File: src/logic/cpuPkg.sv
// CPU package with word sizes, instruction fields, opcodes and the records passed between stages
`default_nettype none

package cpuPkg;

   localparam int dataWidth = 16;
   localparam int addrWidth = 8;
   localparam int regCount = 8;
   localparam int regIndexWidth = 3;

   // Loads and stores always land in the upper half of memory
   localparam int dataBase = 128;

   // Instruction field widths and positions
   localparam int opcodeWidth = 4;
   localparam int imm6Width = 6;
   localparam int opcodeLsb = 12;
   localparam int rdLsb = 9;
   localparam int rsLsb = 6;
   localparam int rtLsb = 3;

   // Codes 9 to 15 are illegal
   typedef enum logic [opcodeWidth-1:0] {
      OP_ADD  = 4'h0,
      OP_SUB  = 4'h1,
      OP_AND  = 4'h2,
      OP_XOR  = 4'h3,
      OP_ADDI = 4'h4,
      OP_LD   = 4'h5,
      OP_ST   = 4'h6,
      OP_BEQZ = 4'h7,
      OP_HALT = 4'h8
   } opcodeT;

   typedef struct packed {
      logic                 valid;
      logic                 write;
      logic [addrWidth-1:0] addr;
      logic [dataWidth-1:0] wdata;
   } memReqT;

   typedef struct packed {
      logic                 valid;
      logic [addrWidth-1:0] pc;
      logic [dataWidth-1:0] instr;
   } fetchOutT;

   typedef struct packed {
      logic                     valid;
      logic [addrWidth-1:0]     pc;
      opcodeT                   op;
      logic [regIndexWidth-1:0] rd;
      logic [dataWidth-1:0]     opA;
      logic [dataWidth-1:0]     opB;
      logic [dataWidth-1:0]     storeData;
      logic                     writesReg;
   } decodeOutT;

   // Result holds the ALU value, or the data address for LD and ST
   typedef struct packed {
      logic                     valid;
      logic [addrWidth-1:0]     pc;
      opcodeT                   op;
      logic [regIndexWidth-1:0] rd;
      logic [dataWidth-1:0]     result;
      logic [dataWidth-1:0]     storeData;
      logic                     writesReg;
   } execOutT;

   // Addr is the full memory address of a store
   typedef struct packed {
      logic                     valid;
      logic [addrWidth-1:0]     pc;
      logic                     writesReg;
      logic [regIndexWidth-1:0] destReg;
      logic [dataWidth-1:0]     value;
      logic                     writesMem;
      logic [addrWidth-1:0]     addr;
      logic [dataWidth-1:0]     storeData;
   } traceT;

endpackage

`default_nettype wire

File: src/logic/unifiedMemory.sv
// Unified 256-word single-port memory with synchronous read and write
`timescale 1ns/10ps
`default_nettype none

module unifiedMemory (
   input  logic                           clk,
   input  cpuPkg::memReqT                 memReq,
   output logic [cpuPkg::dataWidth-1:0]   memRdata
);

   logic [cpuPkg::dataWidth-1:0] mem [2**cpuPkg::addrWidth];

   // Read returns the value from before a same-cycle write
   always_ff @(posedge clk) begin
      if (memReq.valid) begin
         if (memReq.write)
            mem[memReq.addr] <= memReq.wdata;
         memRdata <= mem[memReq.addr];
      end
   end

endmodule

`default_nettype wire

File: config.mk
export PLATFORM = sky130hd
export DESIGN_NAME = unifiedMemory
export DESIGN_NICKNAME = d
export VERILOG_FILES = /design/src/logic/cpuPkg.sv /design/src/logic/unifiedMemory.sv
export SDC_FILE = /design/constraint.sdc
export NUM_CORES = 2
export LEC_CHECK = 0
export ABC_AREA = 0
export BUFFER_PORTS_ARGS = -buffer_cell sky130_fd_sc_hd__buf_2
export CORE_UTILIZATION = 35
export CTS_BUF_LIST = sky130_fd_sc_hd__clkbuf_8
export DETAILED_ROUTE_END_ITERATION = 16
export SETUP_SLACK_MARGIN = 0.4
export SYNTH_ARGS = -nofsm -noshare
export SYNTH_HDL_FRONTEND = slang
export SYNTH_SLANG_ARGS = --single-unit
File: constraint.sdc
create_clock -name clk -period 4.3 [get_ports clk]
set_input_delay 0.86 -clock clk [delete_from_list [all_inputs] [get_ports clk]]
set_output_delay 0.86 -clock clk [all_outputs]
set_load 0.02 [all_outputs]
### Yosys cells after proc, flatten, opt, wreduce, memory -nomap -nowiden

Memory sizes are Yosys's and may differ from the RTL's. A register that Yosys moved wholly into a read port is not among the register bits.
Cells that the tools add are included.

* add/subtract/negate cells: 0
* multiply operators: 0
* div/mod/pow operators: 0
* magnitude comparators: 0
* eq/ne operators: 0
* shifts and indexed selects: 0
* mux-type cells: 3
* bitwise gates (word level): 0
* reductions and logical operators: 0

Operators by type and width (count)
* $mux 1: 3

* bits in registers: 0
* bits in latches: 0
* bits in writable memories: 4096
* bits in read-only memories: 0
* input port bits: 27
* output and inout port bits: 16
* logic and storage cells: 4
* memories kept: 1

Memories
* mem: depth 256, width 16, rd ports 1, clocked after memory_dff 1, write ports 1, line unifiedMemory.sv:11 `logic [cpuPkg::dataWidth-1:0] mem [2**cpuPkg::addrWidth];`

### Depth between registers and ports, before layout

* word-level depth: 3
* mapped depth: 8
* gate-level depth less buffers: 5

### Worst setup path before layout

No wires, ideal clock.

* path kind: input -> register
* start: input memReq[16] in the netlist's numbering
* end: memory mem[169][0] in the netlist's numbering, enable pin
* setup time: 0.388 ns
* arrival: 3.022 ns
* data required time: 3.912 ns
* setup slack: 0.890 ns
* stages: 7
* buffers on the path: 4
* cells stage by stage: buf_2 -> clkbuf_1 -> buf_2 -> nor3b_1 -> nand2_1 -> clkbuf_1 -> nor2_1

RTL lines
* from (decl): line unifiedMemory.sv:7 `input cpuPkg::memReqT memReq,`
* to (decl): line unifiedMemory.sv:11

Straight into the memory's write port.

==> results.json <==
{
  "critical_path_arrival_ns": 4.47,
  "p_leak_nw": 55.9,
  "grt_busiest_layer": "met2",
  "multi_input_area_um2": 30400,
  "final_common_cell": "edfxtp_1",
  "fmax_mhz": 280,
  "dpl_cell_area_um2": 168000,
  "use_met1_pct": 25.6,
  "crit_type": "input port to flip-flop",
  "tritoncts": "yes",
  "wire_per_inst_um": 29.8,
  "total_power_w": 0.0777,
  "via_count": 76800,
  "p_int_w": 0.0598,
  "avgViaCountPerCell": 5.47,
  "grt_pass1_vias": 78600,
  "die_w_um": 668,
  "synth_area_per_cell_um2": 23.2,
  "powerDensity_nw_per_um2": 433,
  "gp_congestion": 0.824,
  "cts.clk_slew.worst_paths_ns": 0.06,
  "hold_ws_ns": 0.141,
  "min_period_ns": 3.58,
  "cpPeakStageDelay_ns": 1.10,
  "start_util_pct": 35.2,
  "grt_max_degree": 129,
  "status": "complete, but fails checks",
  "globalRouteTotalUtil_pct": 18.5,
  "use_met2_pct": 29.3,
  "ff_latch_area_um2": 123000,
  "dieArea_um2": 446000,
  "combPwrFrac_pct": 5.1,
  "pwr-share-clk_pct": 38.0,
  "critPathRequiredTime_ns": 5.19,
  "clk_latency_ns": 1.21,
  "cts_max_path_buffers": 4,
  "die_y_um": 668,
  "yosysSeqAreaShare_pct": 79.5,
  "final_cell_count_no_fill": 14000,
  "post-place-cells": 12900,
  "io_buffer_count": 42,
  "seq_power_share_pct": 56.9,
  "areaGrowthSynthToFinish_pct": 15.6,
  "switching_power_w": 0.0180,
  "synth_cell_types": 20,
  "path_cells": "buf_8 > buf_12 > buf_12 > buf_12 > mux4_2 > a22oi_1 > a21oi_1 > o41ai_1 > buf_4 > nand4_1",
  "grt_overflow_total": 0,
  "max-cap-violations": 1,
  "slowest_stage": "o41ai_1",
  "final_area_um2": 180000,
  "hpwl_um": 252000,
  "synth_area_leaders": "edfxtp_1 (80%), mux4_2 (15%), a22oi_1 (2.5%)",
  "synth_cells": 6704,
  "final_cell_mix": "edfxtp_1 (4112), mux4_2 (1024), clkbuf_8 (644)",
  "io-pin-count": 43,
  "layout.nets": 7695,
  "setup_viol": 0,
  "worst_pin_slew_ns": 1.48,
  "crit_path_end_kind": "flip-flop",
  "ys_ff_latch": 4112,
  "synth_area_um2": 155000,
  "clockRootBuffer": "clkbuf_8",
  "hold_violations": 0,
  "h-tree-depth": 6,
  "drive_gt1_share_pct": 31.7,
  "worstSetupStartpointType": "input port",
  "antenna_found_initial": 34,
  "swShare_pct": 23.1,
  "fp-row-count": 244,
  "drc_errors": 0,
  "yosysWarnings": 0,
  "ant_nets": 0,
  "synth_top_area_share_pct": 79.5,
  "rsz0062_at_grt": "false",
  "dr.pass1.iters": 8,
  "totalWireLength_um": 419000,
  "slew_headroom_pct": -0.107,
  "cts-buffers-inserted": 638,
  "vdd_drop_max_v": 0.000300,
  "fp.coreArea_um2": 441000,
  "fin_crit_sh_pct": 83.2,
  "drv_slew": 1,
  "holdCritPathClass": "input port to flip-flop",
  "fillers": 38600,
  "drt_iter0_markers": 10000,
  "synth_top_area_cell": "edfxtp_1",
  "violations": "max-capacitance violations, max-slew violations",
  "grt_pass1_wl_um": 594000,
  "clock_sinks": 4112,
  "cpMostUsedCell": "buf_12",
  "postCtsSetupBuffers": 0,
  "path_max_fanout": 29,
  "skew_ns": 0.0598,
  "synth_nets": 6731,
  "final_core_util_pct": 40.7,
  "use_met3_pct": 4.07
}
[per-layer routing]
| layer | wire length [µm] | part of all wire (%) |
|---|---|---|
| met5 | 57 | 0.014 |
| met4 | 12900 | 3.1 |
| met3 | 40000 | 9.6 |
| met2 | 199000 | 48 |
| met1 | 167000 | 40 |
[worst max-delay path: cells and delay by family]
kind                   cells  cell delay, ns
AND/OR/NAND/NOR            1            0.10
buffers and inverters      5            1.28
multiplexers               1            0.32
AO/OA/AOI/OAI              3            1.78
[final cells by class]
class                      instances  area share [%]
clock buffer                     644            4.94
antenna                           10          0.0139
multi-input combinational       2180            16.9
timing repair buffer             736            3.95
tap                             5904            4.11
clock inverter                   453            1.28
sequential                      4112            68.8
[cell usage after synthesis, drive strengths merged]
cell and count:
a21oi 256, edfxtp 4112, mux4 1024, clkbuf 269
or2 1, a22oi 512, buf 143, nor3 1
nand4 16, o41ai 64, nand2b 2, nor2 259
nor2b 6, nor3b 2, nand2 30, nand3 4
and4 1, and2 2
[power groups by stage]
| stage | logic (W) | registers, W | clock network (W) |
|---|---|---|---|
| after detailed placement | 0.00402 | 0.0451 | 0 |
| final | 0.00398 | 0.0442 | 0.0295 |
| after floorplan | 0.00184 | 0.0450 | 0 |
| after global placement | 0.00395 | 0.0451 | 0 |
| after global routing | 0.00418 | 0.0442 | 0.0318 |
| after CTS | 0.00403 | 0.0442 | 0.0301 |
[kinds of logic after synthesis]
| logic type | Yosys count | synth area share (%) |
|---|---|---|
| mux | 1024 | 14.9 |
| buf+inv | 412 | 1.10 |
| simple gates | 324 | 0.839 |
| flops | 4112 | 79.5 |
| compound gates | 832 | 3.66 |
[path summary, 6_finish.rpt]
path / startpoint / endpoint / slack (ns) / cells after the start
hold / removal: memReq[15] / mem[70][15] / 0.14 / 1
hold reg to reg: mem[64][9] / memRdata[9] / 1.07 / 5
setup / recovery: memReq[17] / memRdata[2] / 0.72 / 10
setup reg to reg: mem[143][2] / memRdata[2] / 0.99 / 6
[sequential cells by signal (all words and copies together), names as in the netlist]
name,cells
mem,4096
memRdata,16
[metrics by stage]
step                      setup TNS [ns]  setup WS (ns)
after floorplan                        0          0.890
after global placement             -2.77         -0.830
after detailed placement           -1.31         -0.400
after CTS                              0          0.905
after global routing                   0          0.663
final                                  0          0.724
[what timing repair did]
item	CTS	global route
gates resized for setup	0	0
hold buffers	1	0
hold endpoints to repair	24	0
(Power assumes the default switching activity.)
