File: src/logic/cpuPkg.sv
// CPU package with word sizes, instruction fields, opcodes and the records passed between stages
`default_nettype none

package cpuPkg;

   localparam int dataWidth = 16;
   localparam int addrWidth = 8;
   localparam int regCount = 8;
   localparam int regIndexWidth = 3;

   // Loads and stores always land in the upper half of memory
   localparam int dataBase = 128;

   // Instruction field widths and positions
   localparam int opcodeWidth = 4;
   localparam int imm6Width = 6;
   localparam int opcodeLsb = 12;
   localparam int rdLsb = 9;
   localparam int rsLsb = 6;
   localparam int rtLsb = 3;

   // Codes 9 to 15 are illegal
   typedef enum logic [opcodeWidth-1:0] {
      OP_ADD  = 4'h0,
      OP_SUB  = 4'h1,
      OP_AND  = 4'h2,
      OP_XOR  = 4'h3,
      OP_ADDI = 4'h4,
      OP_LD   = 4'h5,
      OP_ST   = 4'h6,
      OP_BEQZ = 4'h7,
      OP_HALT = 4'h8
   } opcodeT;

   typedef struct packed {
      logic                 valid;
      logic                 write;
      logic [addrWidth-1:0] addr;
      logic [dataWidth-1:0] wdata;
   } memReqT;

   typedef struct packed {
      logic                 valid;
      logic [addrWidth-1:0] pc;
      logic [dataWidth-1:0] instr;
   } fetchOutT;

   typedef struct packed {
      logic                     valid;
      logic [addrWidth-1:0]     pc;
      opcodeT                   op;
      logic [regIndexWidth-1:0] rd;
      logic [dataWidth-1:0]     opA;
      logic [dataWidth-1:0]     opB;
      logic [dataWidth-1:0]     storeData;
      logic                     writesReg;
   } decodeOutT;

   // Result holds the ALU value, or the data address for LD and ST
   typedef struct packed {
      logic                     valid;
      logic [addrWidth-1:0]     pc;
      opcodeT                   op;
      logic [regIndexWidth-1:0] rd;
      logic [dataWidth-1:0]     result;
      logic [dataWidth-1:0]     storeData;
      logic                     writesReg;
   } execOutT;

   // Addr is the full memory address of a store
   typedef struct packed {
      logic                     valid;
      logic [addrWidth-1:0]     pc;
      logic                     writesReg;
      logic [regIndexWidth-1:0] destReg;
      logic [dataWidth-1:0]     value;
      logic                     writesMem;
      logic [addrWidth-1:0]     addr;
      logic [dataWidth-1:0]     storeData;
   } traceT;

endpackage

`default_nettype wire

File: src/logic/executeStage.sv
// Execute stage computing ALU results and data addresses and resolving BEQZ
`timescale 1ns/10ps
`default_nettype none

module executeStage (
   input  logic                           clk,
   input  logic                           reset,
   input  cpuPkg::decodeOutT              decodeOut,
   input  logic                           memBusy,
   output logic                           redirect,
   output logic [cpuPkg::addrWidth-1:0]   redirectPc,
   output cpuPkg::execOutT                execOut
);

   logic [cpuPkg::dataWidth-1:0] result;
   logic [cpuPkg::addrWidth-2:0] dataOffset;
   logic [cpuPkg::addrWidth-1:0] dataAddr;

   always_comb begin
      // Offset wraps inside the data half
      dataOffset = decodeOut.opA[cpuPkg::addrWidth-2:0] + decodeOut.opB[cpuPkg::addrWidth-2:0];
      dataAddr = cpuPkg::addrWidth'(cpuPkg::dataBase) | {1'b0, dataOffset};
      case (decodeOut.op)
         cpuPkg::OP_ADD, cpuPkg::OP_ADDI: result = decodeOut.opA + decodeOut.opB;
         cpuPkg::OP_SUB:                  result = decodeOut.opA - decodeOut.opB;
         cpuPkg::OP_AND:                  result = decodeOut.opA & decodeOut.opB;
         cpuPkg::OP_XOR:                  result = decodeOut.opA ^ decodeOut.opB;
         cpuPkg::OP_LD, cpuPkg::OP_ST:    result = cpuPkg::dataWidth'(dataAddr);
         default:                         result = '0;
      endcase

      // Taken branch only counts in the cycle it moves on
      redirect = decodeOut.valid && decodeOut.op == cpuPkg::OP_BEQZ &&
                 decodeOut.opA == '0 && !memBusy;
      redirectPc = decodeOut.pc + 1'b1 + decodeOut.opB[cpuPkg::addrWidth-1:0];
   end

   always_ff @(posedge clk) begin
      if (reset) begin
         execOut.valid <= 1'b0;
      end else if (!memBusy) begin
         execOut.valid <= decodeOut.valid;
         execOut.pc <= decodeOut.pc;
         execOut.op <= decodeOut.op;
         execOut.rd <= decodeOut.rd;
         execOut.result <= result;
         execOut.storeData <= decodeOut.storeData;
         execOut.writesReg <= decodeOut.writesReg;
      end
   end

endmodule

`default_nettype wire

File: config.mk
export PLATFORM = sky130hd
export DESIGN_NAME = executeStage
export DESIGN_NICKNAME = d
export VERILOG_FILES = /design/src/logic/cpuPkg.sv /design/src/logic/executeStage.sv
export SDC_FILE = /design/constraint.sdc
export NUM_CORES = 1
export LEC_CHECK = 0
export BUFFER_PORTS_ARGS = -buffer_cell sky130_fd_sc_hd__buf_2
export CORE_MARGIN = 3
export CORE_UTILIZATION = 50
export DETAILED_ROUTE_END_ITERATION = 8
export PLACE_DENSITY = 0.81
export SYNTH_ARGS = -nofsm -noshare
export SYNTH_HDL_FRONTEND = slang
export SYNTH_SLANG_ARGS = --single-unit
File: constraint.sdc
create_clock -name clk -period 3.8 [get_ports clk]
set_input_delay 0.76 -clock clk [delete_from_list [all_inputs] [get_ports clk]]
set_output_delay 0.76 -clock clk [all_outputs]
set_load 0.01 [all_outputs]
# Word level (Yosys, flattened, before mapping)
# Cells that the tools add are included.
[totals] reg_bits=49 word_cells=33 output_inout_bits=58
[op_classes] n_mux=1 n_eq_ne=7 n_reduce_logical=9 bitwise_logic=4 add_sub_neg=5
[ops] cell="$pmux W16 S5" count=1
[ops] cell="$add A16 B16 Y16" count=1
[ops] cell="$and A16 B16 Y16" count=1
[ops] cell="$eq A4 B3 Y1 const B" count=4
[ops] cell="$logic_not A16 Y1" count=1
[ops] cell="$sub A16 B16 Y16" count=1
[ops] cell="$xor A16 B16 Y16" count=1
[ops] cell="$add A8 B1 Y8 const B" count=1
[ops] cell="$add A8 B8 Y8" count=1
[ops] cell="$eq A4 B2 Y1 const B" count=2
[ops] cell="$add A7 B7 Y7" count=1
[ops] cell="$eq A4 B1 Y1 const B" count=1
[ops] cell="$logic_not A4 Y1" count=1
[ops] cell="$reduce_or A2 Y1" count=2
[ops] cell="$logic_and A1 B1 Y1" count=3
[ops] cell="$not A1 Y1" count=2
[ops] cell="$reduce_and A2 Y1" count=1
[ops] cell="$logic_not A1 Y1" count=1

# Logic depth before layout (Yosys ltp)
[depth] depth_word=4 depth_mapped=15

# Least setup slack after synthesis
# No wires, ideal clock.
[synth_timing] path_kind="input to register" start="input port decodeOut[54] (netlist bit)" end="register execOut[32] (netlist bit) (data pin)" setup_time_ns=0.264 stages=13 t_required_ns=3.536 path_slack_ns=0.359 arrival_time_ns=3.177 n_path_buf=1 cell_sequence="nand2b_1 nor3_1 clkbuf_1 nor2_1 xnor2_1 ha_1 o211ai_2 a21oi_2 or3b_4 a2111oi_4 o21bai_1 xnor2_1 o21ai_1"
[synth_between] elab_chain_cells=3 word_cells_on_any_way=10
[synth_rtl] element="from (decl)" line="executeStage.sv:8" text="input cpuPkg::decodeOutT decodeOut,"
[synth_rtl] element="$eq A4 B3 Y1 or $logic_not A4 Y1 (tied branches)" line="executeStage.sv:23" text="case (decodeOut.op)"
[synth_rtl] element="$reduce_or A2 Y1" line="executeStage.sv:23"
[synth_rtl] element="$pmux W16 S5 *" line="executeStage.sv:23"
[synth_rtl] element="net result (one bit)" line="executeStage.sv:15" text="logic [cpuPkg::dataWidth-1:0] result;"
[synth_rtl] element="to (decl)" line="executeStage.sv:12" text="output cpuPkg::execOutT execOut"
# Mark *: on every way through the listed nets, which the timed path passes. The rest lies on a longest branch.
# A chain may end at the register's enable or synchronous reset.

# Worst setup path in the final report
[layout_timing] start="input port decodeOut[18] (netlist bit)" end="output port redirectPc[7] (netlist bit)"
[layout_between] elab_chain_cells=1
[layout_rtl] element="$add A8 B8 Y8" line="executeStage.sv:35" text="redirectPc = decodeOut.pc + 1'b1 + decodeOut.opB[cpuPkg::addrWidth-1:0];"
[layout_rtl] element="to (decl)" line="executeStage.sv:11" text="output logic [cpuPkg::addrWidth-1:0] redirectPc,"
# Every way passes these cells.

==> load_flow_metrics.sql <==
INSERT INTO impl_metrics (metric_group, metric, value, unit) VALUES
('status', 'result_of_the_run', 'complete, no violations', ''),
('global_routing', 'grt_pass1_vias', '2833', ''),
('critical_path', 'worst_path_max_delay_cell', 'sky130_fd_sc_hd__a2111oi_0', ''),
('synthesis', 'netlist.top_cell.by_area', 'sky130_fd_sc_hd__edfxtp_1', ''),
('timing', 'final_min_period_over_clock_period', '93.1', '%'),
('timing', 'worst_case_clock_skew', '0', 'ps'),
('critical_path', 'worst_setup_path_end_kind', 'output pin', ''),
('floorplanning', 'placementRows', '29', ''),
('drt', 'vias', '2989', ''),
('synthesis', 'cell_area_after_synthesis', '3410', 'um^2'),
('drt', 'remaining_drc_errors', '0', ''),
('synthesis', 'simple_gate_portion_of_the_synthesized_area', '10.7', '%'),
('critical_path', 'setup.worst_path.class', 'primary input to output pin', ''),
('cells_and_area', 'final_core_util', '66.0', '%'),
('floorplanning', 'fp.dieArea', '7840', 'um^2'),
('drt', 'wire_per_inst', '16.5', 'um'),
('cells_and_area', 'fill_cells', '547', ''),
('synthesis', 'synthesized_instance_count', '317', ''),
('cells_and_area', 'num_antenna_cells', '0', ''),
('clocking', 'cts_tree', 'yes', ''),
('synthesis', 'seq_area_frac_synth', '42.9', '%'),
('critical_path', 'critPathTopFamily', 'compound AO/OA/AOI/OAI gates', ''),
('synthesis', 'synth_area_in_adders', '16.1', '%'),
('global_routing', 'grt_remaining_overflow', '0', ''),
('timing', 'fmax', '283', 'MHz'),
('synthesis', 'async_sr_flop_fraction', '0', '%'),
('floorplanning', 'floorplan.core_area', '6460', 'um^2'),
('cells_and_area', 'drive_above_1_share', '32.2', '%'),
('synthesis', 'synth_area_per_cell', '10.7', 'um^2'),
('clocking', 'cts_max_path_buffers', '2', ''),
('power_and_ir_drop', 'p_int', '972', 'uW'),
('clocking', 'tritoncts.num_buffers', '5', ''),
('global_routing', 'antenna_found_initial', '0', ''),
('drt', 'dr.first_iter.drc_count', '216', ''),
('critical_path', 'worst_ep_arrival', '2780', 'ps'),
('global_routing', 'largest_net_degree_at_the_start_of_global_routing', '30', ''),
('floorplanning', 'chipWidth', '88.5', 'um'),
('clocking', 'cts_htree_levels', '2', ''),
('global_routing', 'grt_first_pass_wirelength', '13600', 'um'),
('placement', 'gp_congestion', '0.922', ''),
('synthesis', 'dominant_combinational_cell_family_by_area_after_synthesis', 'compound AO/OA/AOI/OAI gates', ''),
('timing', 'timing.final.max_slew_violations', '0', ''),
('critical_path', 'cpPeakStageDelay', '440', 'ps'),
('clocking', 'cts_resized', '0', ''),
('synthesis', 'synth_compound_area_share', '18.2', '%'),
('critical_path', 'critical-path-top-cell-by-count', 'sky130_fd_sc_hd__a21o_1', ''),
('power_and_ir_drop', 'power', '1.39', 'mW'),
('synthesis', 'synth_largest_type_area_fraction', '42.3', '%'),
('run', 'cap_violations', '0', ''),
('floorplanning', 'initial_core_util', '52.8', '%'),
('floorplanning', 'ios', '126', ''),
('cells_and_area', 'reg.largest.list', 'execOut: 49 flops', ''),
('cells_and_area', 'top_reg_by_flops', 'execOut', ''),
('timing', 'hold_slack', '478', 'ps'),
('power_and_ir_drop', 'netSwitchingPower', '422', 'uW'),
('critical_path', 'crit_chain', 'buf_2, buf_4, ha_1, a21o_1, a21o_1, a21o_1, a2111oi_0, nor3_1, xnor2_1, buf_2', ''),
('clocking', 'path_clk_slew', '80', 'ps'),
('power_and_ir_drop', 'share_comb_of_total_power', '33.8', '%'),
('power_and_ir_drop', 'p_leak', '1.87', 'nW'),
('timing', 'post-route-worst-setup-slack', '262', 'ps'),
('synthesis', 'yosys.area_share.xor_xnor', '9.77', '%'),
('critical_path', 'crit_required', '3040', 'ps'),
('synthesis', 'synth_top_cells_by_area', 'sky130_fd_sc_hd__edfxtp_1 42%, sky130_fd_sc_hd__ha_1 14%, sky130_fd_sc_hd__xnor2_1 6.7%, sky130_fd_sc_hd__a21oi_1 4.3%, sky130_fd_sc_hd__o21ai_0 3.7%', ''),
('critical_path', 'critical_path_buf_inv_count', '3', ''),
('power_and_ir_drop', 'worst_ir_drop_vdd', '0.149', 'mV'),
('synthesis', 'synth.cells.most_frequent', '48 x sky130_fd_sc_hd__edfxtp_1, 39 x sky130_fd_sc_hd__ha_1, 29 x sky130_fd_sc_hd__a21oi_1, 26 x sky130_fd_sc_hd__xnor2_1, 25 x sky130_fd_sc_hd__o21ai_0', ''),
('placement', 'port_buffers', '125', ''),
('drt', 'drtAntennaViolNets', '0', ''),
('timing', 'tns_setup', '0', 'ps'),
('clocking', 'postCtsSetupRepairBufs', '0', ''),
('drt', 'firstDrtPassIters', '5', '');
[worst register-to-register path, delay by kind of cell, from the launching register on]
kind / cells / cell delay [ps]
compound gates: 1 / 140
flops: 1 / 340
simple gates: 1 / 50
[per-layer routing]
layer	wire length, um	part of all wire [%]	GRT usage (%)
met4	101	1.2	7.14
met3	746	8.5	3.63
met5	0	0	0
met2	4260	49	37.9
met1	3660	42	30.0
[placed cells by master, fill, tap and decap left out, drive strengths merged, types with 2 or more instances in the layout]
cell type,instances
buf,134
edfxtp,48
ha,39
a21oi,30
xnor2,26
o21ai,26
nor2,23
nand2,16
inv,15
xor2,12
nand2b,9
a21o,9
a22oi,9
nor3,7
nor4,6
clkbuf,6
and3,3
a222oi,3
fa,3
o21bai,2
nor2b,2
and2,2
nand4,2
a31oi,2
o311ai,2
a2111oi,2
o211ai,2
[power groups by stage]
stage | Clock [mW] | Sequential (mW) | Combinational, mW
3_5_place_dp | 0 | 0.660 | 0.467
6_report | 0.275 | 0.647 | 0.471
2_1_floorplan | 0 | 0.684 | 0.266
4_1_cts | 0.283 | 0.648 | 0.469
3_3_place_gp | 0 | 0.658 | 0.452
5_1_grt | 0.306 | 0.652 | 0.522
[worst paths after layout]
| kind | start | endpoint | slack (ps) | cells past startpoint |
|---|---|---|---|---|
| worst max register to register | execOut[48] | execOut[48] | 3200 | 2 |
| worst min register to register | execOut[48] | execOut[48] | 480 | 2 |
| worst max-delay path | decodeOut[18] | redirectPc[7] | 260 | 10 |
| worst min-delay path | execOut[48] | execOut[48] | 480 | 2 |
[kinds of logic after synthesis]
logic type,Yosys count
AO/OA/AOI/OAI,94
XOR/XNOR,38
multiplexers,1
AND/OR/NAND/NOR,74
buffers and inverters,19
adder cells (fa/ha/maj),42
flip-flops,49
[cell type report]
| type | instances | area (um^2) | share of cell area, % |
|---|---|---|---|
| clock buffer | 6 | 72.6 | 1.70 |
| clock inverter | 1 | 3.75 | 0.0880 |
| inverter | 15 | 56.3 | 1.32 |
| multi-input combinational | 249 | 1880 | 44.1 |
| sequential | 49 | 1460 | 34.3 |
| tap | 77 | 96.3 | 2.26 |
| timing repair buffer | 134 | 693 | 16.3 |
Note: power is estimated with default switching activity, not from simulation.
