`src/logic/cpuPkg.sv`:
```
// CPU package with word sizes, instruction fields, opcodes and the records passed between stages
`default_nettype none

package cpuPkg;

   localparam int dataWidth = 16;
   localparam int addrWidth = 8;
   localparam int regCount = 8;
   localparam int regIndexWidth = 3;

   // Loads and stores always land in the upper half of memory
   localparam int dataBase = 128;

   // Instruction field widths and positions
   localparam int opcodeWidth = 4;
   localparam int imm6Width = 6;
   localparam int opcodeLsb = 12;
   localparam int rdLsb = 9;
   localparam int rsLsb = 6;
   localparam int rtLsb = 3;

   // Codes 9 to 15 are illegal
   typedef enum logic [opcodeWidth-1:0] {
      OP_ADD  = 4'h0,
      OP_SUB  = 4'h1,
      OP_AND  = 4'h2,
      OP_XOR  = 4'h3,
      OP_ADDI = 4'h4,
      OP_LD   = 4'h5,
      OP_ST   = 4'h6,
      OP_BEQZ = 4'h7,
      OP_HALT = 4'h8
   } opcodeT;

   typedef struct packed {
      logic                 valid;
      logic                 write;
      logic [addrWidth-1:0] addr;
      logic [dataWidth-1:0] wdata;
   } memReqT;

   typedef struct packed {
      logic                 valid;
      logic [addrWidth-1:0] pc;
      logic [dataWidth-1:0] instr;
   } fetchOutT;

   typedef struct packed {
      logic                     valid;
      logic [addrWidth-1:0]     pc;
      opcodeT                   op;
      logic [regIndexWidth-1:0] rd;
      logic [dataWidth-1:0]     opA;
      logic [dataWidth-1:0]     opB;
      logic [dataWidth-1:0]     storeData;
      logic                     writesReg;
   } decodeOutT;

   // Result holds the ALU value, or the data address for LD and ST
   typedef struct packed {
      logic                     valid;
      logic [addrWidth-1:0]     pc;
      opcodeT                   op;
      logic [regIndexWidth-1:0] rd;
      logic [dataWidth-1:0]     result;
      logic [dataWidth-1:0]     storeData;
      logic                     writesReg;
   } execOutT;

   // Addr is the full memory address of a store
   typedef struct packed {
      logic                     valid;
      logic [addrWidth-1:0]     pc;
      logic                     writesReg;
      logic [regIndexWidth-1:0] destReg;
      logic [dataWidth-1:0]     value;
      logic                     writesMem;
      logic [addrWidth-1:0]     addr;
      logic [dataWidth-1:0]     storeData;
   } traceT;

endpackage

`default_nettype wire

```
`src/logic/fetchStage.sv`:
```
// Fetch stage keeping the PC, issuing instruction reads and filling the fetch-to-decode register
`timescale 1ns/10ps
`default_nettype none

module fetchStage (
   input  logic                           clk,
   input  logic                           reset,
   input  logic                           decodeStall,
   input  logic                           redirect,
   input  logic [cpuPkg::addrWidth-1:0]   redirectPc,
   input  logic                           halted,
   output cpuPkg::memReqT                 fetchReq,
   input  logic                           fetchGrant,
   input  logic [cpuPkg::dataWidth-1:0]   fetchRdata,
   input  logic                           fetchRvalid,
   output cpuPkg::fetchOutT               fetchOut
);

   logic [cpuPkg::addrWidth-1:0] pc;
   logic [cpuPkg::addrWidth-1:0] flightPc;
   logic inFlight;
   logic arrive;
   logic accept;

   always_comb begin
      // Output register is free or being handed to decode
      accept = !fetchOut.valid || !decodeStall;
      arrive = inFlight && fetchRvalid;
      // No new request while arriving data must be dropped and refetched
      fetchReq.valid = !halted && !redirect && !(arrive && !accept);
      fetchReq.write = 1'b0;
      fetchReq.addr = pc;
      fetchReq.wdata = '0;
   end

   always_ff @(posedge clk) begin
      if (reset) begin
         pc <= '0;
         inFlight <= 1'b0;
         fetchOut.valid <= 1'b0;
      end else begin
         inFlight <= fetchGrant;
         if (redirect)
            pc <= redirectPc;
         else if (arrive && !accept)
            pc <= flightPc;
         else if (fetchGrant)
            pc <= pc + 1'b1;

         // Redirect kills the held instruction and anything still in flight
         if (redirect) begin
            fetchOut.valid <= 1'b0;
         end else if (arrive && accept) begin
            fetchOut.valid <= 1'b1;
            fetchOut.pc <= flightPc;
            fetchOut.instr <= fetchRdata;
         end else if (!decodeStall) begin
            fetchOut.valid <= 1'b0;
         end
      end
   end

   always_ff @(posedge clk) begin
      if (fetchGrant)
         flightPc <= pc;
   end

endmodule

`default_nettype wire

```
`config.mk`:
```
export PLATFORM = sky130hd
export DESIGN_NAME = fetchStage
export DESIGN_NICKNAME = d
export VERILOG_FILES = /design/src/logic/cpuPkg.sv /design/src/logic/fetchStage.sv
export SDC_FILE = /design/constraint.sdc
export NUM_CORES = 1
export LEC_CHECK = 0
export BUFFER_PORTS_ARGS = -buffer_cell sky130_fd_sc_hd__buf_2
export CORE_UTILIZATION = 49
export CTS_CLUSTER_DIAMETER = 50
export CTS_CLUSTER_SIZE = 28
export DETAILED_ROUTE_END_ITERATION = 16
export PLACE_DENSITY = 0.91
export SKIP_CTS_REPAIR_TIMING = 1
export SYNTH_ARGS = -nofsm -noshare
export SYNTH_HDL_FRONTEND = slang
export SYNTH_SLANG_ARGS = --single-unit
export TNS_END_PERCENT = 10
```
`constraint.sdc`:
```
create_clock -name clk -period 13.4 [get_ports clk]
set_input_delay 4.02 -clock clk [delete_from_list [all_inputs] [get_ports clk]]
set_output_delay 4.02 -clock clk [all_outputs]
set_load 0.005 [all_outputs]
```
Word-level counts from Yosys, hierarchy flattened
Index checks and enable logic that the tools add are counted.
Cells by class
  $add $sub $neg: 1
  equality and inequality tests: 1
  bitwise gates (word level): 2
  reduce and logical (&&, ||, !) cells: 15
  multiplexer cells: 5
Operator list (number)
  $mux 8: 3
  $add 8x1->8 const B: 1
  $logic_not 1->1: 6
  $logic_and 1x1->1: 5
  $reduce_and 3->1: 1
  $reduce_bool 3->1: 1
  $mux 1: 2
  $ne 2x1->1 const B: 1
  $not 1->1: 2
  $reduce_or 2->1: 1
  $logic_or 1x1->1: 1
Storage, ports and cells
  bits in registers: 42
  output and inout bits: 51
  logic and storage cells: 30
  input bits: 31

Depth between registers and ports, before layout
Gate-level depths: netlist of the first run.
  depth in word-level cells: 6
  mapped depth: 5
  depth with buffers taken out: 5

Worst setup path after synthesis of the first run
OpenSTA, ideal clock, no wires.
  path kind: input to output
  start: input redirect
  end: output fetchReq[25] (netlist name)
  setup slack: 4.790 ns
  arrival: 4.590 ns
  buffers on the path: 2
  stages on the path: 3
  path through: buf_2 -> buf_1 -> nor3_1
RTL lines
  start, declared: line fetchStage.sv:9  | input logic redirect,
  end, declared: line fetchStage.sv:12  | output cpuPkg::memReqT fetchReq,

==> results of run 1 <==
[worst min-delay path by stage]
stage | start | to | slack, ns | cells after the start
2_1_floorplan | flightPc[1] | fetchOut[17] | 0.43 | 0
3_3_place_gp | flightPc[7] | fetchOut[23] | 0.43 | 0
3_5_place_dp | flightPc[7] | fetchOut[23] | 0.44 | 0
4_1_cts | flightPc[7] | fetchOut[23] | 0.48 | 0
5_1_grt | flightPc[3] | fetchOut[19] | 0.49 | 0
6_report | flightPc[4] | fetchOut[20] | 0.47 | 0
[per-layer routing]
metal | vias to the layer above | GRT usage
li1 | 585 | -
met1 | 532 | 0.193
met2 | 75 | 0.261
met3 | 6 | 0.0672
met4 | 0 | 0.0877
met5 | - | 0
[cells in the final DEF, fill, tap and decap left out, types with 3 or more instances in the layout]
cell type,count
a21oi_1,5
nand3_1,3
conb_1,17
clkbuf_4,5
dfxtp_1,10
nor2_1,9
edfxtp_1,32
or3_1,4
buf_2,64
a311o_1,6
o21ai_0,3
nand2_1,15
[logic make-up after synthesis]
group | after synthesis
AO/OA/AOI/OAI | 23
AND/OR/NAND/NOR | 39
flip-flops | 42
adder cells (fa/ha/maj) | 1
XOR/XNOR | 3
buffers and inverters | 22
other | 1
[final cells by class]
class	count	area, um2
multi-input cells	83	474
fillers	282	1270
repair buffers	65	328
flip-flops and latches	42	1160
clock inverters	2	8.76
well taps	46	57.6
clock buffers	6	41.3
[state kept, by name, indices dropped and copies added (netlist names)]
name	flops
fetchOut	25
flightPc	8
pc	8
inFlight	1
[metrics by stage]
step           std cells  total power, W
6_report             244        0.000222
5_1_grt              244        0.000234
4_1_cts              244        0.000225
3_5_place_dp         236        0.000169
3_3_place_gp         236        0.000168
2_1_floorplan        147        0.000163
[power by group]
part           total [W]  switching, W  internal (W)
Sequential      0.000149    0.00000414      0.000145
Clock          0.0000557     0.0000359     0.0000197
Combinational  0.0000170    0.00000863    0.00000840
==> results by group, run 1 <==
Setup path
  • Largest stage delay on the critical path: 0.24 ns
  • Crit-path cells: buf_2 > and4_1 > nor3_1 > buf_2
  • Crit Reg-Reg Startpoint: pc[0]
  • Reg2Reg Setup Slack: 11.72 ns
  • R2R depth: 5
  • Worst path bufs/invs: 2
  • CP top delay family: simple AND/OR/NAND/NOR gates
  • CP Max Fanout: 4
  • Worst reg2reg endpoint: pc[6]
  • CP Capture Point: fetchReq[25]
  • Most used cell, CP: buf_2
  • CP endpoint kind: primary output
  • Critical Path RT: 9.38 ns
  • Worst EP arrival: 4.65 ns
  • CP max-delay cell: and4_1
  • Number of stages on the worst setup path: 4
  • Critical path launch point: decodeStall
  • Type of origin of the critical path: input pin
  • Kind of critical path: input pin to primary output

Global route
  • Initial antenna violation count: 0
  • Gr ovfl total: 0
  • Largest net degree at the start of global routing: 25
  • Total track usage: 0.165
  • Vias in the first global route: 1,003
  • First-pass GRT wire length: 4.37 mm

Yosys
  • Multiplexer share of the synthesized area: 0
  • Post-synth EDFFs: 32
  • Xor/xnor cell area share of the yosys netlist: 0.0153
  • Post-synthesis adder-cell area fraction: 0.00728
  • Area fraction of the dominant cell type after synthesis: 0.559
  • Post-synthesis cell type count: 30
  • Synth area leaders: edfxtp_1 56%, dfxtp_1 12%, buf_4 7.4%
  • Synth area leader: edfxtp_1
  • Commonest cells post-synth: 32 x edfxtp_1, 17 x buf_4, 15 x nand2_1
  • Flops & latches, synth: 42
  • Warnings, synthesis: 0
  • Seq/Total Area, Yosys: 0.676
  • Largest family of logic cells by synthesized area: simple AND/OR/NAND/NOR gates
  • Gate Count Post-Synth: 131
  • Most frequent cell after synthesis: edfxtp_1
  • Cell area after synthesis: 1720 um2
  • Synth Area in Simple Gates: 0.114
  • Mean Syn Cell Area: 13.1 um2
  • Post-synthesis compound-gate area fraction: 0.0991
  • Main synth FF type: edfxtp_1
  • Async set-or-reset flop fraction in the synthesized netlist: 0

Final layout
  • Finished Core Util: 0.621
  • Layout Nets: 229
  • Area Overhead vs Synth: 20.5%
  • Ant diodes: 0
  • Layout cell share with drive strength beyond 1: 0.379
  • Post-route design area: 2070 um2

Placed design
  • Pre-CTS setup slack: 4.73 ns
  • DP Area: 2020 um2
  • Port Buf Inserts: 64
  • Hpwl dp: 2.11 mm
  • GPL Wtd Cong: 0.792

CTS
  • Worst-Skew Late Latency: 0.34 ns
  • Clock root buffer: clkbuf_4
  • Num CTS Buffers: 5
  • Worst-path clk slew: 0.11 ns
  • Sink Count: 42
  • H-tree depth: 2
  • Clock tree buffer depth: 2
  • CTS tree: done

STA
  • Clock Skew: 0.0138 ns
  • Slew Limit Fails: 0
  • TNS Setup: 0 ns
  • Hold Slack: 0.469 ns
  • Final worst slack: 4.73 ns
  • Fin. Hold Viols: 0
  • Final setup vio count: 0
  • RSZ-0062 raised after global routing: no
  • Crit path time final: 8.67 ns
  • Final Cycle Share: 0.647
  • Maximum clock rate: 0.115 GHz

Routing
  • 1st-iter DRT viols: 9
  • Via count: 1,198
  • # DRC: 0
  • Vias per cell: 4.91
  • Uppermost routed layer: met4
  • Total Wirelength: 2.86 mm
  • Post-DRT Antenna Nets: 0
  • Wire length per cell: 11.7 um
  • Pre-Repair DR Iteration Count: 4
  • Metal3 WL: 360 um
  • Wl on met1: 1.10 mm
  • DR WL met2: 1.38 mm

Flow run
  • Max-capacitance violation count: 0

Floorplanning
  • Die area: 3750 um2
  • Die H: 61.2 um
  • Io pins: 82
  • CORE AREA: 3340 um2
  • Starting Density: 0.515
  • Die Width: 61.2 um
  • Rows: 21

Hold path
  • Worst hold path type: flop to flop

Pwr
  • Pleak: 0.866 nW
  • VDD IR max: 0.0697 mV
  • Power density cells: 107 nW/um2

Outcome
  • Status: finished, final reports clean
Power figures use the tool's default switching activity.
==> run 2, diff against run 1 <==
Settings changed: ABC_AREA from default to 1, CORE_UTILIZATION 49 to 42, PLACE_DENSITY 0.91 to 0.83.
Clock period 13.4 ns to 7.69 ns, I/O delays scaled along.
==> run 2 against run 1 <==
  * Total power up 130%
  * Sequential power increased by 75%
  * Routed wire length up 27%
  * Critical endpoint unchanged
  * Utilization decreased by 6.4 points
  * Combinational power increased by 120%
  * Setup slack worse by 2.4 ns
  * Die area is 21% higher
  * Synthesized cell count increased by 20%
==> results by group, run 2 <==
Floorplanning
  • Die H: 67.4 um (+10%)
  • Starting Density: 0.443 (-0.0720)
  • Io pins: 82 (unchanged)
  • CORE AREA: 4060 um2 (+22%)
  • Die area: 4540 um2 (+21%)
  • Rows: 23 (+9.5%)
  • Die Width: 67.4 um (+10%)

CTS
  • Worst-path clk slew: 0.08 ns (-0.03 ns)
  • CTS tree: done
  • Num CTS Buffers: 5 (unchanged)
  • Clock root buffer: clkbuf_8
  • Clock tree buffer depth: 2 (unchanged)
  • Worst-Skew Late Latency: 0.29 ns (-0.05 ns)
  • Sink Count: 42 (unchanged)
  • H-tree depth: 2 (unchanged)

Yosys
  • Post-synthesis cell type count: 26 (-13%)
  • Mean Syn Cell Area: 11.4 um2 (-13%)
  • Gate Count Post-Synth: 157 (+20%)
  • Area fraction of the dominant cell type after synthesis: 0.535 (-0.0245)
  • Commonest cells post-synth: 32 x edfxtp_1, 24 x nand2_1, 17 x buf_4
  • Main synth FF type: edfxtp_1
  • Cell area after synthesis: 1800 um2 (+4.6%)
  • Flops & latches, synth: 42 (unchanged)
  • Synth area leaders: edfxtp_1 53%, dfxtp_1 11%, buf_4 7.1%
  • Async set-or-reset flop fraction in the synthesized netlist: 0 (unchanged)
  • Most frequent cell after synthesis: edfxtp_1
  • Warnings, synthesis: 0 (unchanged)
  • Seq/Total Area, Yosys: 0.646 (-0.0297)
  • Synth area leader: edfxtp_1
  • Post-synth EDFFs: 32 (unchanged)

Setup path
  • Crit Reg-Reg Startpoint: pc[0]
  • Worst EP arrival: 3.05 ns (-1.60 ns)
  • Reg2Reg Setup Slack: 6.34 ns (-5.38 ns)
  • Critical Path RT: 5.38 ns (-4.00 ns)
  • Critical path launch point: decodeStall
  • CP Max Fanout: 9 (+5)
  • CP endpoint kind: primary output
  • Type of origin of the critical path: input pin
  • Worst reg2reg endpoint: pc[6]
  • Kind of critical path: input pin to primary output
  • R2R depth: 7 (+2)

STA
  • Hold Slack: 0.466 ns (-0.00308 ns)
  • TNS Setup: 0 ns (unchanged)
  • Final Cycle Share: 0.697
  • Final worst slack: 2.33 ns (-2.40 ns)
  • Slew Limit Fails: 0 (unchanged)
  • Fin. Hold Viols: 0 (unchanged)
  • Crit path time final: 5.36 ns
  • Final setup vio count: 0 (unchanged)
  • Maximum clock rate: 0.187 GHz
  • Clock Skew: 0.00412 ns (-0.00971 ns)
  • RSZ-0062 raised after global routing: no

Pwr
  • VDD IR max: 0.0865 mV (+24%)
  • Pleak: 1.01 nW (+17%)
  • Power density cells: 225 nW/um2 (+110%)

Routing
  • # DRC: 0 (unchanged)
  • Post-DRT Antenna Nets: 0 (unchanged)
  • Vias per cell: 4.70 (-4.2%)
  • Total Wirelength: 3.63 mm (+27%)
  • Via count: 1,307 (+9.1%)
  • 1st-iter DRT viols: 86 (+77)
  • Wire length per cell: 13.0 um (+11%)
  • Pre-Repair DR Iteration Count: 4 (unchanged)

Placed design
  • Hpwl dp: 2.64 mm (+25%)
  • Pre-CTS setup slack: 2.33 ns (-2.40 ns)
  • Port Buf Inserts: 64 (unchanged)
  • Placed insts: 270 (+14%)
  • GPL Wtd Cong: 0.847 (+6.9%)

Hold path
  • Min-Delay Endpoint: fetchOut[22]
  • Hold path cells: 0 (unchanged)
  • Hold path startpoint: flightPc[6]
  • Worst hold path type: flop to flop

Final layout
  • Ant diodes: 0 (unchanged)
  • Multi-input logic area: 512 um2 (+7.9%)
  • FF/Latch Area: 1160 um2 (unchanged)
  • FILL cells: 349 (+24%)
  • Most frequent cells in the layout: 64 x buf_2, 32 x edfxtp_1, 24 x nand2_1, 17 x conb_1, 14 x a21oi_1
  • Area Overhead vs Synth: 25.6%
  • Layout cell share with drive strength beyond 1: 0.373 (-0.00598)
  • Biggest regs: fetchOut x25, flightPc x8, pc x8
  • Top reg by flops: fetchOut
  • Layout Nets: 259 (+13%)
  • Leading cell type in the layout, fill and taps excluded: buf_2
  • Max FFs per register: 25 (unchanged)
  • Post-Layout Cell Count: 278 (+14%)

Outcome
  • Status: finished, final reports clean

Flow run
  • Max-capacitance violation count: 0 (unchanged)

Global route
  • Largest net degree at the start of global routing: 25 (unchanged)
  • Gr ovfl total: 0 (unchanged)
  • Total track usage: 0.170 (+0.00438)
  • Vias in the first global route: 1,153 (+15%)
  • First-pass GRT wire length: 5.53 mm (+27%)
  • Initial antenna violation count: 0 (unchanged)
==> run 2: final cells by class <==
cell class | count | share of cell area
clock buffer | 5 | 0.0305
clock inverter | 3 | 0.0305
inverter | 13 | 0.0249
multi-input combinational | 100 | 0.227
sequential | 42 | 0.514
tap | 50 | 0.0277
timing repair buffer | 65 | 0.145
==> run 2: power by group <==
part | switching, W | internal [W]
clock network | 0.0000783 | 0.000130
registers | 0.00000775 | 0.000253
logic | 0.0000211 | 0.0000170
==> run 2: metrics by stage <==
step | utilization | cell area (um2) | total power (W)
finish | 0.556 | 2260 | 0.000507
global route | 0.556 | 2260 | 0.000526
CTS | 0.556 | 2260 | 0.000510
detailed placement | 0.522 | 2120 | 0.000304
global placement | 0.522 | 2120 | 0.000304
floorplan | - | 1860 | 0.000291
==> run 2: layer usage <==
layer  up-vias  GRT usage  part of all wire
met5         -          0                 0
met1       574      0.194              0.39
met2        84      0.294              0.47
met4         0     0.0585             0.021
li1        640          -                 -
met3         9     0.0574              0.11
==> run 2: critical path, cell delays in order <==
cell and delay, ns:
buf_2 0.09, nand2_2 0.10, nor2_8 0.19, inv_4 0.09, nand2_1 0.11, nor2_1 0.05
buf_2 0.12
==> run 2: kinds of logic after synthesis <==
family,synth area share
DFF,0.646
and+or+nand+nor,0.146
buffers and inverters,0.105
AOI/OAI and AO/OA,0.0794
adders and majority gates,0.00696
xor gates and xnor gates,0.0146
other,0.00209
==> run 2: worst max path at each step <==
stage                        end  slack (ns)  cells after the start
floorplan           fetchReq[25]        2.58                      4
global placement    fetchReq[25]        2.37                      7
detailed placement  fetchReq[25]        2.33                      7
CTS                 fetchReq[25]        2.33                      7
global route        fetchReq[25]        2.26                      7
finish              fetchReq[25]        2.33                      7
