File: src/logic/cpuPkg.sv
// CPU package with word sizes, instruction fields, opcodes and the records passed between stages
`default_nettype none

package cpuPkg;

   localparam int dataWidth = 16;
   localparam int addrWidth = 8;
   localparam int regCount = 8;
   localparam int regIndexWidth = 3;

   // Loads and stores always land in the upper half of memory
   localparam int dataBase = 128;

   // Instruction field widths and positions
   localparam int opcodeWidth = 4;
   localparam int imm6Width = 6;
   localparam int opcodeLsb = 12;
   localparam int rdLsb = 9;
   localparam int rsLsb = 6;
   localparam int rtLsb = 3;

   // Codes 9 to 15 are illegal
   typedef enum logic [opcodeWidth-1:0] {
      OP_ADD  = 4'h0,
      OP_SUB  = 4'h1,
      OP_AND  = 4'h2,
      OP_XOR  = 4'h3,
      OP_ADDI = 4'h4,
      OP_LD   = 4'h5,
      OP_ST   = 4'h6,
      OP_BEQZ = 4'h7,
      OP_HALT = 4'h8
   } opcodeT;

   typedef struct packed {
      logic                 valid;
      logic                 write;
      logic [addrWidth-1:0] addr;
      logic [dataWidth-1:0] wdata;
   } memReqT;

   typedef struct packed {
      logic                 valid;
      logic [addrWidth-1:0] pc;
      logic [dataWidth-1:0] instr;
   } fetchOutT;

   typedef struct packed {
      logic                     valid;
      logic [addrWidth-1:0]     pc;
      opcodeT                   op;
      logic [regIndexWidth-1:0] rd;
      logic [dataWidth-1:0]     opA;
      logic [dataWidth-1:0]     opB;
      logic [dataWidth-1:0]     storeData;
      logic                     writesReg;
   } decodeOutT;

   // Result holds the ALU value, or the data address for LD and ST
   typedef struct packed {
      logic                     valid;
      logic [addrWidth-1:0]     pc;
      opcodeT                   op;
      logic [regIndexWidth-1:0] rd;
      logic [dataWidth-1:0]     result;
      logic [dataWidth-1:0]     storeData;
      logic                     writesReg;
   } execOutT;

   // Addr is the full memory address of a store
   typedef struct packed {
      logic                     valid;
      logic [addrWidth-1:0]     pc;
      logic                     writesReg;
      logic [regIndexWidth-1:0] destReg;
      logic [dataWidth-1:0]     value;
      logic                     writesMem;
      logic [addrWidth-1:0]     addr;
      logic [dataWidth-1:0]     storeData;
   } traceT;

endpackage

`default_nettype wire

File: src/logic/memoryArbiter.sv
// Fixed-priority arbiter sharing the memory among the loader, data and fetch requesters
`timescale 1ns/10ps
`default_nettype none

module memoryArbiter (
   input  logic                           clk,
   input  logic                           reset,
   input  cpuPkg::memReqT                 loadReq,
   input  cpuPkg::memReqT                 dataReq,
   input  cpuPkg::memReqT                 fetchReq,
   output logic                           loadGrant,
   output logic                           dataGrant,
   output logic                           fetchGrant,
   output cpuPkg::memReqT                 memReq,
   input  logic [cpuPkg::dataWidth-1:0]   memRdata,
   output logic [cpuPkg::dataWidth-1:0]   dataRdata,
   output logic                           dataRvalid,
   output logic [cpuPkg::dataWidth-1:0]   fetchRdata,
   output logic                           fetchRvalid
);

   // Owner of the read data that comes back next cycle
   logic dataOwns;
   logic fetchOwns;

   always_comb begin
      loadGrant = loadReq.valid;
      dataGrant = dataReq.valid && !loadReq.valid;
      fetchGrant = fetchReq.valid && !loadReq.valid && !dataReq.valid;
      if (loadGrant)
         memReq = loadReq;
      else if (dataGrant)
         memReq = dataReq;
      else
         memReq = fetchReq;
      dataRdata = memRdata;
      dataRvalid = dataOwns;
      fetchRdata = memRdata;
      fetchRvalid = fetchOwns;
   end

   always_ff @(posedge clk) begin
      if (reset) begin
         dataOwns <= 1'b0;
         fetchOwns <= 1'b0;
      end else begin
         dataOwns <= dataGrant && !dataReq.write;
         fetchOwns <= fetchGrant;
      end
   end

endmodule

`default_nettype wire

File: config.mk
export PLATFORM = sky130hd
export DESIGN_NAME = memoryArbiter
export DESIGN_NICKNAME = d
export VERILOG_FILES = /design/src/logic/cpuPkg.sv /design/src/logic/memoryArbiter.sv
export SDC_FILE = /design/constraint.sdc
export NUM_CORES = 1
export LEC_CHECK = 0
export BUFFER_PORTS_ARGS = -buffer_cell sky130_fd_sc_hd__buf_4
export CAP_MARGIN = 20
export CORE_ASPECT_RATIO = 1.2
export CORE_MARGIN = 10
export CORE_UTILIZATION = 29
export DETAILED_ROUTE_END_ITERATION = 6
export PLACE_DENSITY = 0.89
export SYNTH_ARGS = -nofsm -noshare
export SYNTH_HDL_FRONTEND = slang
export SYNTH_SLANG_ARGS = --single-unit
export TNS_END_PERCENT = 20
File: constraint.sdc
create_clock -name clk -period 1.7 [get_ports clk]
set_clock_uncertainty 0.05 [all_clocks]
set_input_delay 0.17 -clock clk [delete_from_list [all_inputs] [get_ports clk]]
set_output_delay 0.17 -clock clk [all_outputs]
set_load 0.1 [all_outputs]
Word-level counts from Yosys, hierarchy flattened
Cells that the tools add are included.
- output and inout port bits: 63
- register bits after elaboration: 2
- logic and storage cells: 11
- reduce and logical (&&, ||, !) cells: 7
- multiplexer cells: 2
- operators with widths (operator ; count):
    two-way mux 26 bit ; 2
    logical AND 1 bit ; 4
    logical NOT 1 bit ; 3

Longest topological paths before layout
Gate-level depths: netlist (run 1).
- depth after elaboration: 4
- depth in mapped cells: 4

Worst setup path after synthesis (run 1)
Ideal clock, no wire load.
- path kind: in2out
- start: input dataReq[25] (netlist bit)
- end: output memReq[10] (netlist bit)
- data required time: 1.480 ns
- slack: -0.427 ns
- data arrival time: 1.907 ns
- stages: 4
- cells stage by stage: buf_6 -> buf_12 -> mux2i_1 -> o21ai_1
- RTL lines (item ; RTL line ; text):
    from (decl) ; memoryArbiter.sv:9 ; input cpuPkg::memReqT dataReq,
    to (decl) ; memoryArbiter.sv:14 ; output cpuPkg::memReqT memReq,

==> run metrics, run 1 <==
gr usage total=between 10% and 20%; clk sinks=2; ANT nets after route=0; Final setup violation count=0; Post-CTS Hold Buffers=0; setup tns final=0 ns; CP arrival=1.18 ns; CTS resizes=0; Reg clk slew, reported paths=roughly 0.030 ns; post-route cell area=1450 sq um; crit path from=dataReq[25]; final slew viol count=0; Worst VDD drop=between 0.0004 and 0.0005 V; hold depth=2; Final Wtd Congestion=slightly below 0.7; Yosys top cell area share=approximately 28%; commonest cells after routing, fill and taps aside=buf_4, mux2i_1, nand2_1; Layout Nets=293; total CTS buffers=3; Yosys cell types=13; area leader, netlist=mux2i_1; Iter 0 DRT Violations=72; drc violations=0; Yosys reg bits=2; Vias=around 1100; vias in the first global route=1167; Final period util=82.1%; GRT overflow=0; Syn Inst Count=roughly 120; Die Height=80.4 um; hold path startpoint=dataReq[24]; synth top area cells=mux2i_1, buf_4, o21ai_1; placed instance area=approximately 1400 sq um; Synth Net Count=220; max-cap check violation count=0; Total Wirelength=3650 um; WHS Endpoint=dataRvalid; num rows=21; Final Hold Vio Count=0; first-pass GRT wire length=~5600 um; CP Max Fanout=28; Clk Tree Root Cell=clkbuf_4; largest net degree at the start of global routing=55; RSZ-0062 raised after global routing=no; PortBufs=110; CP endpoint kind=primary output; die width=70.3 um; final period demand of the worst path=about 1.4 ns; outcome=complete, no violations; First-pass DRT Iterations=2; Syn Area/Cell=between 7 and 8 sq um; static leakage=slightly above 0.8 nW; most common cell after layout, fill and taps aside=buf_4; initial antenna violation count=0; Synthesis Warnings=0; Vias/cell=roughly 4.6; worst slew pin tran=~0.51 ns; setup bufs post-CTS=0; Clock Tree Buf Depth=2; antenna cells=0; Max transition margin=66.2%; Post-Syn Area=just under 900 sq um; DR WL/cell=between 15 and 20 um; share of cells above drive strength 1=about 60%; io pins=~160; Crit Path Category=in -> out; FILL cells=between 200 and 300; H-tree depth=1; core area=roughly 2900 sq um; CTS tree=done; Worst Hold Class=in -> reg; Fmax=between 700 and 800 MHz; Pwr Density=about 640 nW/um^2; critical path startpoint category=input port; Starting Density=between 30% and 40%; register area share after synthesis=under 10%; Tot Pwr=approximately 930 uW; area grow syn2layout=64.7%; die area=~5700 sq um; WP data required=roughly 1.5 ns
power by group:
group	switching [mW]	leakage, nW	internal, mW
sequential	0.000288	0.0163	0.0486
clock	0.0247	0.0138	0.0778
combinational	0.546	0.786	0.235
total	0.571	0.816	0.362
worst max path at each step:
stage                 endpoint  cells after the start
global route        memReq[14]                      4
CTS                  memReq[9]                      4
finish              memReq[20]                      4
floorplan           memReq[12]                      4
global placement     memReq[9]                      4
detailed placement   memReq[9]                      4
critical path, cell delays in order:
cell     delay, ns
buf_4         0.37
mux2i_1       0.14
o21ai_1       0.16
buf_4         0.32
cells in the mapped netlist (all sizes together):
cell / number
and2b: 1
buf: 41
clkbuf: 1
dfxtp: 2
mux2i: 25
nand2: 25
nor2b: 1
nor3b: 2
o21ai: 25
or3: 1
layout make-up:
cell class / instances / area (sq um) / area share [%]
repair buffers: 110 / 826 / 56.8
multi-input cells: 80 / 522 / 35.9
well taps: 34 / 42.5 / 2.93
flip-flops and latches: 2 / 40.0 / 2.76
clock buffers: 3 / 22.5 / 1.55
sequential cells by signal, indices dropped and copies added, names as in the netlist:
register / cells
dataRvalid: 1
fetchRvalid: 1
per-stage QoR:
| stage | hold slack [ns] | utilization [%] | cells | setup WS [ns] |
|---|---|---|---|---|
| after floorplan | 0.189 | - | 124 | -0.427 |
| after global placement | 0.291 | 49.9 | 226 | 0.277 |
| after detailed placement | 0.291 | 49.9 | 226 | 0.279 |
| after CTS | 0.0627 | 50.7 | 229 | 0.273 |
| after global routing | 0.0597 | 50.7 | 229 | 0.213 |
| final | 0.0701 | 50.7 | 229 | 0.305 |
per-layer routing:
metal | vias up | global-route usage [%] | wire length, um
met5 | - | 0 | 0
met4 | 0 | 6.72 | 155
met3 | 21 | 4.06 | 374
met2 | 66 | 21.8 | 1890
met1 | 448 | 11.2 | 1220
li1 | 529 | - | -
cells by family after synthesis:
| kind of cell | count (synthesis) | share of synthesized area (%) |
|---|---|---|
| multiplexers | 25 | 28.4 |
| AO/OA/AOI/OAI | 25 | 14.2 |
| flip-flops | 2 | 4.54 |
| buffers and inverters | 42 | 37.2 |
| AND/OR/NAND/NOR | 30 | 15.7 |
Power figures use the tool's default switching activity.
==> run 2, diff against run 1 <==
--- a/config.mk
+++ b/config.mk
@@ -9,9 +9,9 @@
 export CAP_MARGIN = 20
 export CORE_ASPECT_RATIO = 1.2
 export CORE_MARGIN = 10
-export CORE_UTILIZATION = 29
+export CORE_UTILIZATION = 27
 export DETAILED_ROUTE_END_ITERATION = 6
-export PLACE_DENSITY = 0.89
+export PLACE_DENSITY = 0.84
 export SYNTH_ARGS = -nofsm -noshare
 export SYNTH_HDL_FRONTEND = slang
 export SYNTH_SLANG_ARGS = --single-unit
==> constraint.sdc (replaced) <==
create_clock -name clk -period 1.4 [get_ports clk]
set_clock_uncertainty 0.05 [all_clocks]
set_input_delay 0.14 -clock clk [delete_from_list [all_inputs] [get_ports clk]]
set_output_delay 0.14 -clock clk [all_outputs]
set_load 0.1 [all_outputs]
==> run metrics, run 2 (same netlist as run 1, synthesis figures left out) <==
setup ws final=roughly 0.12 ns; commonest cells after routing, fill and taps aside=buf_4, mux2i_1, nand2_1; worst slew pin tran=0.318 ns; Max transition margin=between 70 and 80%; Starting Density=between 20% and 30%; Reg clk slew, reported paths=around 0.030 ns; Fin Hold WS=about 0.043 ns; Pwr Density=between 700 and 800 nW/um^2; placed instance area=about 1700 sq um; Pint=a little under 500 uW; Worst VDD drop=0.000505 V; Layout Utilization=54.1%; num rows=22; Switching Share=60.5%; area grow syn2layout=90.6%; antenna cells=0; Post-CTS Hold Buffers=0; Final setup violation count=0; Worst Hold Class=in -> reg; DR WL met2=a little over 2000 um; multi-input logic area=roughly 700 sq um; P_sw=~740 uW; Final period util=slightly above 90%; First-pass DRT Iterations=2; most common cell after layout, fill and taps aside=buf_4; top layer used by detailed routing=met4; Layout Nets=about 300; Die Height=82.6 um; CTS tree=done; M1 wire length=between 1000 and 1500 um; first-pass GRT wire length=5440 um; drc violations=0; part of the power in registers=under 10%; CP endpoint kind=primary output; total CTS buffers=3; Clk Tree Root Cell=clkbuf_4; clk sinks=2; post-route cell area=around 1700 sq um; dpl ws=around 0.019 ns; FILL cells=approximately 310; vias in the first global route=approximately 1200; share of cells above drive strength 1=between 70 and 80%; CP Max Fanout=27; Total Wirelength=around 3700 um; die area=a little under 6000 sq um; Crit Path Category=in -> out; io pins=159; core area=around 3100 sq um; Sequential Area=roughly 40 sq um; critical path startpoint category=input port; setup bufs post-CTS=0; Vias/cell=about 4.6; Clock Tree Buf Depth=2; Final Hold Vio Count=0; WP data required=1.21 ns; HPWL after DPL=3200 um; H-tree depth=1; largest net degree at the start of global routing=30; Vias=around 1100; RSZ-0062 raised after global routing=no; CP arrival=around 1.1 ns; GRT overflow=0; final slew viol count=0; max-cap check violation count=0; Final Wtd Congestion=0.698; Clk pwr share=between 10% and 20%; Comb pwr share=a little over four fifths; ANT nets after route=0; static leakage=about 0.89 nW; gr usage total=11.1%; final period demand of the worst path=approximately 1.3 ns; initial antenna violation count=0; die width=around 72 um; Iter 0 DRT Violations=32; CTS resizes=0; outcome=complete, no violations; DR WL/cell=approximately 16 um; PortBufs=110; met3 WL=just under 500 um; Fmax=782 MHz
[run 2: routing by layer]
layer / up-vias / global-route usage [%]
li1: 542 / -
met1: 454 / 10.0
met2: 64 / 20.1
met5: - / 0
met4: 0 / 6.59
met3: 21 / 5.01
[run 2: final timing paths]
| path | startpoint | end | slack [ns] | depth (start not counted) |
|---|---|---|---|---|
| hold / removal | reset | fetchRvalid | 0.04 | 2 |
| setup / recovery | dataReq[25] | memReq[25] | 0.12 | 4 |
[run 2: final cells by class]
| class | instances | area share, % |
|---|---|---|
| Timing Repair Buffer | 113 | 52.2 |
| Multi-Input combinational cell | 80 | 41.4 |
| Tap cell | 36 | 2.68 |
| Sequential cell | 2 | 2.38 |
| Clock buffer | 3 | 1.34 |
[run 2: power by group through the flow]
stage | logic, mW | clock network (mW) | registers [mW]
2_1_floorplan | 1.17 | 0 | 0.0713
3_3_place_gp | 1.04 | 0 | 0.0600
3_5_place_dp | 1.05 | 0 | 0.0601
4_1_cts | 1.05 | 0.131 | 0.0593
5_1_grt | 1.09 | 0.138 | 0.0594
6_report | 1.04 | 0.124 | 0.0594
[run 2: critical path, stage by stage]
cell and delay (ns):
buf_6 0.19, buf_4 0.18, or3_1 0.33, buf_4 0.24
[run 2: stage by stage]
step / TNS, ns / total power, mW / std cells
floorplan: -2.17 / 1.25 / 124
global placement: 0 / 1.10 / 231
detailed placement: 0 / 1.11 / 231
CTS: 0 / 1.24 / 234
global route: 0 / 1.28 / 234
finish: 0 / 1.22 / 234
==> run 3, diff against run 2 <==
--- a/config.mk
+++ b/config.mk
@@ -5,13 +5,14 @@
 export SDC_FILE = /design/constraint.sdc
 export NUM_CORES = 1
 export LEC_CHECK = 0
+export ABC_AREA = 1
 export BUFFER_PORTS_ARGS = -buffer_cell sky130_fd_sc_hd__buf_4
 export CAP_MARGIN = 20
 export CORE_ASPECT_RATIO = 1.2
 export CORE_MARGIN = 10
 export CORE_UTILIZATION = 27
 export DETAILED_ROUTE_END_ITERATION = 6
-export PLACE_DENSITY = 0.84
+export PLACE_DENSITY = 0.85
 export SYNTH_ARGS = -nofsm -noshare
 export SYNTH_HDL_FRONTEND = slang
 export SYNTH_SLANG_ARGS = --single-unit
==> run metrics, run 3 <==
critical path startpoint category=input port; DP Cell Count=roughly 260; Final period util=90.2%; share of cells above drive strength 1=around 54%; final period demand of the worst path=1.26 ns; P_sw=~740 uW; core area=around 3100 sq um; Final Hold Vio Count=0; area leader, netlist=buf_4; area grow syn2layout=74.6%; Final Wtd Congestion=0.717; gr usage total=13.3%; non-filler instance count after layout=between 200 and 300; part of the power in registers=~5.0%; Max transition margin=roughly four fifths; PortBufs=between 100 and 150; First-pass DRT Iterations=4; die area=between 5000 and 6000 sq um; Synth async-reset ratio=0%; Iter 0 DRT Violations=33; static leakage=between 0.8 and 0.9 nW; H-tree depth=1; count leader, synth=nand2_1; ANT nets after route=0; CTS tree=done; clk sinks=2; most common cell after layout, fill and taps aside=buf_4; Fmax=between 700 and 800 MHz; Post-Syn Area=roughly 870 sq um; Final setup violation count=0; most common flop cell mapped by yosys=dfxtp_1; Synthesis Warnings=0; max-cap check violation count=0; DR WL/cell=16.3 um; Pint=446 uW; Post-synth EDFFs=0; Yosys top cell area share=approximately a third; Pwr Density=about 780 nW/um^2; Layout Utilization=49.1%; setup bufs post-CTS=0; drc violations=0; CP Max Fanout=27; Clk Tree Root Cell=clkbuf_4; Yosys cell types=11; final slew viol count=0; Fin Hold WS=~0.037 ns; total CTS buffers=3; CTS resizes=0; commonest cells after routing, fill and taps aside=buf_4, nand2_1, nand3_1; register area share after synthesis=~4.6%; GRT overflow=0; Yosys reg bits=2; initial antenna violation count=0; RSZ-0062 raised after global routing=no; Clk pwr share=10.9%; Worst VDD drop=approximately 0.00047 V; WP data required=approximately 1.2 ns; Vias=1295; Switching Share=between 60 and 70%; largest net degree at the start of global routing=28; Post-CTS Hold Buffers=0; Crit Path Category=in -> out; Layout Nets=329; top cells by count, synth=nand2_1, nand3_1, buf_4; num rows=22; antenna cells=0; hold depth=2; outcome=complete, no violations; worst slew pin tran=around 0.29 ns; Comb pwr share=~84%; CP endpoint kind=primary output; Starting Density=around 28%; Syn Area/Cell=roughly 5.6 sq um; Clock Tree Buf Depth=2; Syn Inst Count=between 150 and 200; Worst Hold Class=in -> reg; vias in the first global route=around 1400; first-pass GRT wire length=about 6400 um; Die Height=just over 80 um; CP arrival=between 1 and 1.5 ns; synth top area cells=buf_4, nand3_1, nand2_1; Vias/cell=a little under 5; io pins=around 160; die width=between 70 and 80 um; Total Wirelength=between 4000 and 5000 um; Synth Net Count=approximately 250; Reg clk slew, reported paths=0.03 ns; HPWL after DPL=about 3700 um
run 3: final timing paths:
kind / start / slack (ns) / to
max: loadReq[25] / 0.14 / fetchGrant
min: reset / 0.04 / dataRvalid
run 3: area by class of cell:
type / instances / area (sq um)
flip-flops and latches: 2 / 40.0
inverters: 4 / 17.5
fillers: 305 / 1570
repair buffers: 115 / 888
multi-input cells: 107 / 500
well taps: 36 / 45.0
clock buffers: 3 / 22.5
run 3: per-stage QoR:
| stage | TNS, ns | total power [mW] | setup WS, ns | instance area, sq um |
|---|---|---|---|---|
| 6_report | 0 | 1.19 | 0.138 | 1510 |
| 5_1_grt | 0 | 1.24 | 0.0898 | 1510 |
| 4_1_cts | 0 | 1.20 | 0.136 | 1510 |
| 3_5_place_dp | 0 | 1.06 | 0.148 | 1490 |
| 3_3_place_gp | 0 | 1.06 | 0.150 | 1490 |
| 2_1_floorplan | -1.75 | 1.18 | -0.118 | 885 |
run 3: critical path: stages:
cell     delay (ns)
buf_4          0.15
inv_4          0.22
nand2_1        0.15
nor2_2         0.11
buf_4          0.29
run 3: kinds of logic (layout without fill, tap and decap cells):
family | count (synthesis) | in the layout | synth area share, %
and+or+nand+nor | 107 | 107 | 55.7
buffers and inverters | 47 | 122 | 39.7
DFF | 2 | 2 | 4.62
run 3: metal layers:
layer  GRT usage, %  share of wire, %  vias to the layer above
met4           6.98               3.6                        0
met3           5.43                13                       24
li1               -                 -                      624
met1           13.3                35                      567
met5              0                 0                        -
met2           23.3                48                       80
run 3: power groups by stage:
| stage | Clock (mW) | Combinational, mW | Sequential (mW) |
|---|---|---|---|
| 2_1_floorplan | 0 | 1.11 | 0.0713 |
| 3_3_place_gp | 0 | 0.997 | 0.0601 |
| 3_5_place_dp | 0 | 1.00 | 0.0602 |
| 4_1_cts | 0.131 | 1.01 | 0.0594 |
| 5_1_grt | 0.136 | 1.04 | 0.0594 |
| 6_report | 0.129 | 0.998 | 0.0594 |
